File: config.mk
export PLATFORM = sky130hd
export DESIGN_NAME = host_mem_map
export DESIGN_NICKNAME = d
export VERILOG_FILES = /design/src/source/host_mem_pkg.sv /design/src/source/burst_mapper.sv /design/src/source/rsp_credits.sv /design/src/source/rd_rob.sv /design/src/source/host_mem_map.sv
export SDC_FILE = /design/constraint.sdc
export NUM_CORES = 2
export LEC_CHECK = 0
export BUFFER_PORTS_ARGS = -buffer_cell sky130_fd_sc_hd__buf_2
export CORE_MARGIN = 2
export CORE_UTILIZATION = 55
export CTS_BUF_LIST = sky130_fd_sc_hd__clkbuf_4 sky130_fd_sc_hd__clkbuf_8
export DETAILED_ROUTE_END_ITERATION = 12
export GPL_TIMING_DRIVEN = 0
export PLACE_DENSITY_LB_ADDON = 0.3
export SYNTH_ARGS = -nofsm -noshare
export SYNTH_HDL_FRONTEND = slang
export SYNTH_SLANG_ARGS = --single-unit
File: constraint.sdc
create_clock -name clk -period 10.95 [get_ports clk]
set_input_delay 2.19 -clock clk [delete_from_list [all_inputs] [get_ports clk]]
set_output_delay 2.19 -clock clk [all_outputs]
set_load 0.01 [all_outputs]
File: src/source/host_mem_pkg.sv
// Host memory map package
// Shared widths, sizes and transfer structs for the read path adapter
`default_nettype none

package host_mem_pkg;

    // Reorder buffer depth, which is also the total number of read credits
    localparam int ROB_ENTRIES = 32;

    // Host bursts may carry at most this many lines and never cross a block of this size
    localparam int HOST_BURST_LINES = 4;

    // Address bits that select a line inside one aligned host block
    localparam int BLOCK_BITS = $clog2(HOST_BURST_LINES);

    typedef logic [25:0] line_addr_t;
    typedef logic [3:0]  burst_len_t;
    typedef logic [3:0]  src_id_t;
    typedef logic [4:0]  rob_idx_t;
    typedef logic [63:0] line_data_t;

    // Line count of a whole source request, 1 to 16
    typedef logic [4:0] req_lines_t;

    // Free credit count, 0 to ROB_ENTRIES inclusive
    typedef logic [5:0] credit_t;

    // Read request from the accelerator, len is the line count minus one
    typedef struct packed {
        line_addr_t addr;
        burst_len_t len;
        src_id_t    id;
    } src_req_t;

    // Burst issued to the host, tag is the reorder buffer slot of the first line
    typedef struct packed {
        line_addr_t addr;
        burst_len_t len;
        rob_idx_t   tag;
    } host_req_t;

    // One line returned by the host, tagged with its own slot
    typedef struct packed {
        rob_idx_t   tag;
        line_data_t data;
    } host_rsp_t;

    // One line returned to the accelerator in request order
    typedef struct packed {
        src_id_t    id;
        line_data_t data;
        logic       last;
    } src_rsp_t;

    // Aligned burst passed from the mapper to the credit gate
    // Lines holds the true count, len the count minus one
    typedef struct packed {
        line_addr_t addr;
        burst_len_t len;
        src_id_t    id;
        logic       last;
        burst_len_t lines;
    } burst_t;

endpackage

`default_nettype wire

File: src/source/burst_mapper.sv
// Burst mapper
// Splits each source read request into host bursts inside aligned 4-line blocks
`default_nettype none

module burst_mapper
    import host_mem_pkg::*;
(
    input  wire logic     clk,
    input  wire logic     rst_n,
    input  wire src_req_t src_req,
    input  wire logic     src_req_valid,
    output logic          src_req_ready,
    output burst_t        burst,
    output logic          burst_valid,
    input  wire logic     burst_ready
);

    // Address and line count still to be issued after the burst on the output
    line_addr_t next_addr;
    req_lines_t rem_lines;

    // Inputs to the splitter, either a fresh request or the held remainder
    line_addr_t sel_addr;
    req_lines_t sel_rem;
    src_id_t    sel_id;
    burst_t     nxt_burst;

    logic load;
    logic take;

    // Cut one burst from the front of a run of lines
    function automatic burst_t split(line_addr_t addr, req_lines_t rem, src_id_t id);
        req_lines_t room;
        burst_t     b;
        // Lines left before the next aligned block boundary
        room = req_lines_t'(HOST_BURST_LINES) - req_lines_t'(addr[BLOCK_BITS-1:0]);
        b.addr  = addr;
        b.id    = id;
        b.lines = (rem < room) ? burst_len_t'(rem) : burst_len_t'(room);
        b.len   = b.lines - 1'b1;
        // The burst that uses up every remaining line closes the request
        b.last  = (req_lines_t'(b.lines) == rem);
        return b;
    endfunction

    // The mapper takes a new request only while it holds nothing
    assign src_req_ready = !burst_valid;

    assign load = src_req_valid && src_req_ready;
    assign take = burst_valid && burst_ready;

    always_comb
    begin
        if (load)
        begin
            sel_addr = src_req.addr;
            sel_rem  = req_lines_t'(src_req.len) + 1'b1;
            sel_id   = src_req.id;
        end
        else
        begin
            sel_addr = next_addr;
            sel_rem  = rem_lines;
            sel_id   = burst.id;
        end
        nxt_burst = split(sel_addr, sel_rem, sel_id);
    end

    // Output valid is the only control state, the request is held while it is set
    always_ff @(posedge clk)
    begin
        if (!rst_n)
            burst_valid <= 1'b0;
        else if (load)
            burst_valid <= 1'b1;
        else if (take && burst.last)
            burst_valid <= 1'b0;
    end

    // Load the first burst of a request or step to the next one once taken
    always_ff @(posedge clk)
    begin
        if (load || (take && !burst.last))
        begin
            burst     <= nxt_burst;
            next_addr <= sel_addr + line_addr_t'(nxt_burst.lines);
            rem_lines <= sel_rem - req_lines_t'(nxt_burst.lines);
        end
    end

endmodule

`default_nettype wire

File: src/source/rsp_credits.sv
// Response credit gate
// Holds bursts until the reorder buffer has room and hands out slot tags
`default_nettype none

module rsp_credits
    import host_mem_pkg::*;
(
    input  wire logic   clk,
    input  wire logic   rst_n,
    input  wire burst_t burst,
    input  wire logic   burst_valid,
    output logic        burst_ready,
    output host_req_t   host_req,
    output logic        host_req_valid,
    output logic        alloc_valid,
    output rob_idx_t    alloc_tag,
    output burst_len_t  alloc_lines,
    output src_id_t     alloc_id,
    output logic        alloc_last,
    input  wire logic   release_valid
);

    // Free reorder buffer slots and the slot that the next burst starts at
    credit_t  credits;
    rob_idx_t alloc_idx;

    logic    take;
    credit_t used;

    // A burst passes only when every one of its lines has a free slot
    assign burst_ready = (credits >= credit_t'(burst.lines));
    assign take        = burst_valid && burst_ready;
    assign used        = take ? credit_t'(burst.lines) : '0;

    // The host has no flow control, so the burst goes out in the cycle it is accepted
    assign host_req_valid = take;
    assign host_req       = '{addr: burst.addr, len: burst.len, tag: alloc_idx};

    // The same burst reserves its slots in the reorder buffer
    assign alloc_valid = take;
    assign alloc_tag   = alloc_idx;
    assign alloc_lines = burst.lines;
    assign alloc_id    = burst.id;
    assign alloc_last  = burst.last;

    always_ff @(posedge clk)
    begin
        if (!rst_n)
        begin
            credits   <= credit_t'(ROB_ENTRIES);
            alloc_idx <= '0;
        end
        else
        begin
            // A drained line may return a credit in the same cycle a burst consumes some
            credits <= credits - used + credit_t'(release_valid);
            // Slot indices wrap naturally at the reorder buffer depth
            if (take)
                alloc_idx <= alloc_idx + rob_idx_t'(burst.lines);
        end
    end

endmodule

`default_nettype wire

File: src/source/rd_rob.sv
// Read reorder buffer
// Collects host line responses by slot and returns them to the source in order
`default_nettype none

module rd_rob
    import host_mem_pkg::*;
(
    input  wire logic       clk,
    input  wire logic       rst_n,
    input  wire logic       alloc_valid,
    input  wire rob_idx_t   alloc_tag,
    input  wire burst_len_t alloc_lines,
    input  wire src_id_t    alloc_id,
    input  wire logic       alloc_last,
    input  wire host_rsp_t  host_rsp,
    input  wire logic       host_rsp_valid,
    output src_rsp_t        src_rsp,
    output logic            src_rsp_valid,
    output logic            release_valid
);

    // Per slot payload written at allocation and on the host response
    line_data_t slot_data [ROB_ENTRIES];
    src_id_t    slot_id   [ROB_ENTRIES];
    logic       slot_last [ROB_ENTRIES];

    // A set bit marks a slot whose data has arrived but not yet drained
    logic [ROB_ENTRIES-1:0] slot_filled;

    // Oldest allocated slot, the next one to be returned
    rob_idx_t head;

    logic drain;

    // The head drains as soon as its data is present, one line per cycle
    assign drain = slot_filled[head];

    assign src_rsp_valid = drain;
    assign src_rsp       = '{id: slot_id[head], data: slot_data[head], last: slot_last[head]};

    // Every drained line frees one slot back to the credit gate
    assign release_valid = drain;

    // Allocation stamps the request id on every slot of the burst
    always_ff @(posedge clk)
    begin
        for (int i = 0; i < HOST_BURST_LINES; i++)
        begin
            if (alloc_valid && (burst_len_t'(i) < alloc_lines))
            begin
                slot_id[alloc_tag + rob_idx_t'(i)] <= alloc_id;
                // Only the final line of the final burst closes the source request
                slot_last[alloc_tag + rob_idx_t'(i)] <=
                    alloc_last && (burst_len_t'(i) == alloc_lines - 1'b1);
            end
        end
    end

    // Host data lands in its slot in whatever order it arrives
    always_ff @(posedge clk)
    begin
        if (host_rsp_valid)
            slot_data[host_rsp.tag] <= host_rsp.data;
    end

    always_ff @(posedge clk)
    begin
        if (!rst_n)
        begin
            slot_filled <= '0;
            head        <= '0;
        end
        else
        begin
            if (drain)
            begin
                slot_filled[head] <= 1'b0;
                head              <= head + 1'b1;
            end
            // Credits keep the host off any slot that is still filled,
            // so this never targets the slot draining in the same cycle
            if (host_rsp_valid)
                slot_filled[host_rsp.tag] <= 1'b1;
        end
    end

endmodule

`default_nettype wire

File: src/source/host_mem_map.sv
// Host memory read port adapter
// Chains burst mapping, credit gating and response reordering
`default_nettype none

module host_mem_map
    import host_mem_pkg::*;
(
    input  wire logic      clk,
    input  wire logic      rst_n,
    input  wire src_req_t  src_req,
    input  wire logic      src_req_valid,
    output logic           src_req_ready,
    output src_rsp_t       src_rsp,
    output logic           src_rsp_valid,
    output host_req_t      host_req,
    output logic           host_req_valid,
    input  wire host_rsp_t host_rsp,
    input  wire logic      host_rsp_valid
);

    // Aligned bursts on their way to the credit gate
    burst_t burst;
    logic   burst_valid;
    logic   burst_ready;

    // Slot reservation from the credit gate into the reorder buffer
    logic       alloc_valid;
    rob_idx_t   alloc_tag;
    burst_len_t alloc_lines;
    src_id_t    alloc_id;
    logic       alloc_last;

    // One credit returned for each line handed back to the source
    logic release_valid;

    // Cut requests into bursts that stay inside aligned host blocks
    burst_mapper mapper
    (
        .clk, .rst_n,
        .src_req, .src_req_valid, .src_req_ready,
        .burst, .burst_valid, .burst_ready
    );

    // The host port has no flow control, so bursts wait here for buffer space
    rsp_credits credits
    (
        .clk, .rst_n,
        .burst, .burst_valid, .burst_ready,
        .host_req, .host_req_valid,
        .alloc_valid, .alloc_tag, .alloc_lines, .alloc_id, .alloc_last,
        .release_valid
    );

    // Sort out-of-order host lines back into request order
    rd_rob rob
    (
        .clk, .rst_n,
        .alloc_valid, .alloc_tag, .alloc_lines, .alloc_id, .alloc_last,
        .host_rsp, .host_rsp_valid,
        .src_rsp, .src_rsp_valid,
        .release_valid
    );

endmodule

`default_nettype wire

==> summary.txt <==
Timing
  • Post-route worst setup slack: 3.27 ns
  • Final setup violation count: 0
  • Fin crit share: 0.701
  • Final min period: 7.68 ns
  • Final Max Slew Viols: 11
  • Worst Max-Slew Pin Slew: 1.55 ns
  • Fin. Hold Viols: 0
  • RSZ-0062 raised after global routing: no
  • F_max: 130 MHz
  • Hold slack: 0.538 ns
  • Slew HR: -0.0363
  • Final clock skew: 0.0494 ns
  • Setup_tns: 0 ns

Route
  • Vias per inst: 6.53
  • Drt first-iter violations: 6377
  • Detail Route Antenna Nets: 0
  • Via count: 48100
  • DRC: 0
  • Wirelength, routed: 241000 um
  • TritonRoute pass-1 iters: 7
  • Post-DR wirelength/cell: 32.7 um

Setup path
  • Worst Path Arrival: 5.49 ns
  • Critical Path Fanout Max: 10
  • CP max stage cell: clkbuf_1
  • CP bufs+invs: 4
  • CP Cell Sequence: clkbuf_2, clkbuf_1, clkbuf_1, mux4_2, mux4_2, mux2_2, buf_2
  • CP Launch Type: flip-flop
  • CP endpoint kind: output pin
  • Worst path required time: 8.76 ns
  • Max stage delay on crit path: 1.05 ns
  • R2R depth: 19
  • CP delay by family, top: buffers and inverters
  • FF-to-FF setup slack: 5.53 ns
  • FF-to-FF End: mapper.next_addr[14]$_DFFE_PP_
  • CP Class: flip-flop to output pin
  • Reg2reg start: mapper.burst_valid$_SDFFE_PN0P_

Min path
  • Min-Delay Path Class: flip-flop to flip-flop
  • Worst Hold End: rob.slot_filled[3]$_SDFF_PN0_
  • Hold depth: 1
  • HP Start: rob.slot_filled[3]$_SDFF_PN0_

Run status
  • Violated checks: max-capacitance violations, max-slew violations
  • Outcome: finished, violations left

Power
  • Power Total: 18.6 mW
  • Pleak: 32.9 nW
  • Cell area power density: 177 nW/um^2
  • VDD IR max: 0.175 mV

Final layout
  • Finished Cell Area: 106000 sq um
  • Final cell count without fillers: 7379
  • Final core utilization: 0.633
  • Share of cells above drive strength 1: 0.345
  • Final nets: 5052
  • Area grow syn2layout: 14.4%

Placed design
  • Placed insts: 6729
  • PortBufs: 213
  • Setup WS pre-CTS: 3.67 ns
  • DP HPWL: 156000 um
  • GPL Wtd Cong: 0.907
  • Post-DP Area: 98600 sq um

Floorplanning
  • Cell Rows: 150
  • Die ar.: 171000 sq um
  • Core box area: 167000 sq um
  • Horiz. Die Dim: 414 um
  • Initial core utilization: 0.553
  • Top-Level Pins: 214
  • Die Y: 414 um

Clocking
  • Clock sink count: 2332
  • H-tree Lvls: 5
  • Num CTS Buffers: 378
  • Hold Buf Count CTS: 0
  • Setup bufs post-CTS: 0
  • Clk_lat worst skew: 1.06 ns
  • Clk root buf: clkbuf_8
  • TritonCTS clock tree: yes
  • Clock Path Buffers: 4
  • Clock-pin slew on the worst setup and hold paths: 0.06 ns
  • Post-CTS Resized: 0

Logic synthesis
  • Fraction of registers with async set/reset: 0
  • Syn avg cell area: 22.0 sq um
  • FF+latch count, synth: 2332
  • Synth Flop Type: edfxtp_1
  • Register area share after synthesis: 0.753
  • Mapped Cells: 4204
  • Unique cell type count in the Yosys netlist: 69
  • Post-synthesis cell area: 92300 sq um
  • Yosys warns: 0
  • EDFF count, synth: 2278

GRT
  • Via count of the first global-routing pass: 48700
  • Initial antenna violation count: 23
  • First-pass GRT wire length: 344000 um
  • Global route overflow: 0
  • Overall global routing resource usage: 0.285
  • Largest net degree at the start of global routing: 33

Job
  • Max-cap violations: 2
## flip-flops by register name, summed over array words and instances (netlist names), named ones only
name,cells
rob.slot_data,2048
rob.slot_id,128
mapper.burst,39
rob.slot_filled,32
rob.slot_last,32
mapper.next_addr,26
credits.credits,6
credits.alloc_tag,5
mapper.rem_lines,5
rob.head,5
mapper.burst_valid,1
## synthesized netlist by cell type (all sizes together), types with 17 or more instances
| master | number | area, sq um |
|---|---|---|
| mux2 | 76 | 856 |
| xnor2 | 39 | 342 |
| o21ai | 48 | 240 |
| a22oi | 31 | 233 |
| mux4 | 690 | 15500 |
| buf | 89 | 478 |
| nand4 | 20 | 125 |
| nand3 | 64 | 320 |
| a21oi | 50 | 250 |
| mux2i | 38 | 380 |
| o211ai | 17 | 128 |
| a221oi | 18 | 158 |
| edfxtp | 2278 | 68400 |
| nor3 | 29 | 145 |
| dfxtp | 54 | 1080 |
| nor4 | 21 | 150 |
| clkbuf | 143 | 537 |
| ha | 35 | 438 |
| nor2 | 92 | 345 |
| nand2 | 150 | 563 |
| and2 | 19 | 119 |
| inv | 45 | 169 |
## area by class of cell
type / count / area (sq um)
Sequential cell: 2332 / 69500
Multi-Input combinational cell: 1595 / 21900
Clock buffer: 505 / 6210
Buffer: 232 / 1020
Fill cell: 10900 / 61300
Tap cell: 2204 / 2760
Clock inverter: 138 / 756
Antenna cell: 6 / 15.0
Inverter: 46 / 173
Timing Repair Buffer: 321 / 3270
## cells in the final DEF (no fill, tap or decap), types with 14 or more instances in the layout
| master | instances |
|---|---|
| and3_1 | 16 |
| o211ai_1 | 17 |
| and2_1 | 19 |
| buf_1 | 18 |
| nor2_4 | 32 |
| edfxtp_1 | 2278 |
| mux2i_1 | 38 |
| inv_1 | 45 |
| xnor2_1 | 39 |
| clkbuf_4 | 119 |
| nand2_1 | 150 |
| buf_4 | 14 |
| buf_2 | 269 |
| clkinv_2 | 36 |
| ha_1 | 35 |
| nor4_1 | 14 |
| a22oi_1 | 31 |
| mux4_2 | 690 |
| clkbuf_1 | 138 |
| o21ai_0 | 46 |
| clkbuf_8 | 386 |
| nor2_1 | 60 |
| clkinv_1 | 88 |
| nor3_1 | 28 |
| nand4_1 | 20 |
| a221oi_1 | 18 |
| nand3_1 | 64 |
| dfxtp_1 | 54 |
| a21oi_1 | 50 |
| mux2_2 | 76 |
| buf_12 | 89 |
## power by group
group,switching (mW),internal [mW]
logic,0.900,0.455
registers,0.0938,10.1
clock network,3.31,3.79
total,4.30,14.3
## worst max path at each step
stage | startpoint | endpoint | slack, ns | cells past startpoint
after global routing | flip-flop | src_rsp[57] | 3.29 | 7
after CTS | flip-flop | src_rsp[62] | 3.27 | 7
after global placement | host_rsp[66] | rob.slot_filled[19]$_SDFF_PN0_ | 0.05 | 4
after detailed placement | src_req_valid | mapper.next_addr[14]$_DFFE_PP_ | 3.67 | 20
after floorplan | mapper.burst[3]$_DFFE_PP_ | mapper.burst[0]$_DFFE_PP_ | 4.29 | 8
final | flip-flop | src_rsp[57] | 3.27 | 7
## cell families after synthesis
family / share of synthesized area
mux: 0.182
compound gates: 0.0180
simple gates: 0.0242
xor+xnor: 0.00446
fa+ha+maj: 0.00572
other cells: 0.0000406
buf+inv: 0.0129
flops: 0.753
## worst register-to-register path: stages, from the launching register on
cell and delay [ns]:
dfxtp_1 0.39, nand2b_1 0.13, buf_4 0.20, buf_6 0.19, buf_2 0.28, mux2i_1 0.39, xnor2_1 0.16, ha_1 0.23
maj3_1 0.36, a211oi_2 0.42, mux2i_1 0.40, ha_1 0.22, inv_1 0.06, fa_1 0.44, nor2b_1 0.12, o21ai_0 0.08
nand2b_1 0.26, nor2b_1 0.50, nand4_1 0.18, xnor2_1 0.15
## routing by layer
| layer | vias up | part of all wire | track usage |
|---|---|---|---|
| li1 | 19300 | - | - |
| met1 | 25400 | 0.38 | 0.400 |
| met2 | 3044 | 0.49 | 0.453 |
| met3 | 446 | 0.099 | 0.0627 |
| met4 | 26 | 0.028 | 0.0900 |
| met5 | - | 0.00067 | 0 |
Power figures use the tool's default switching activity.
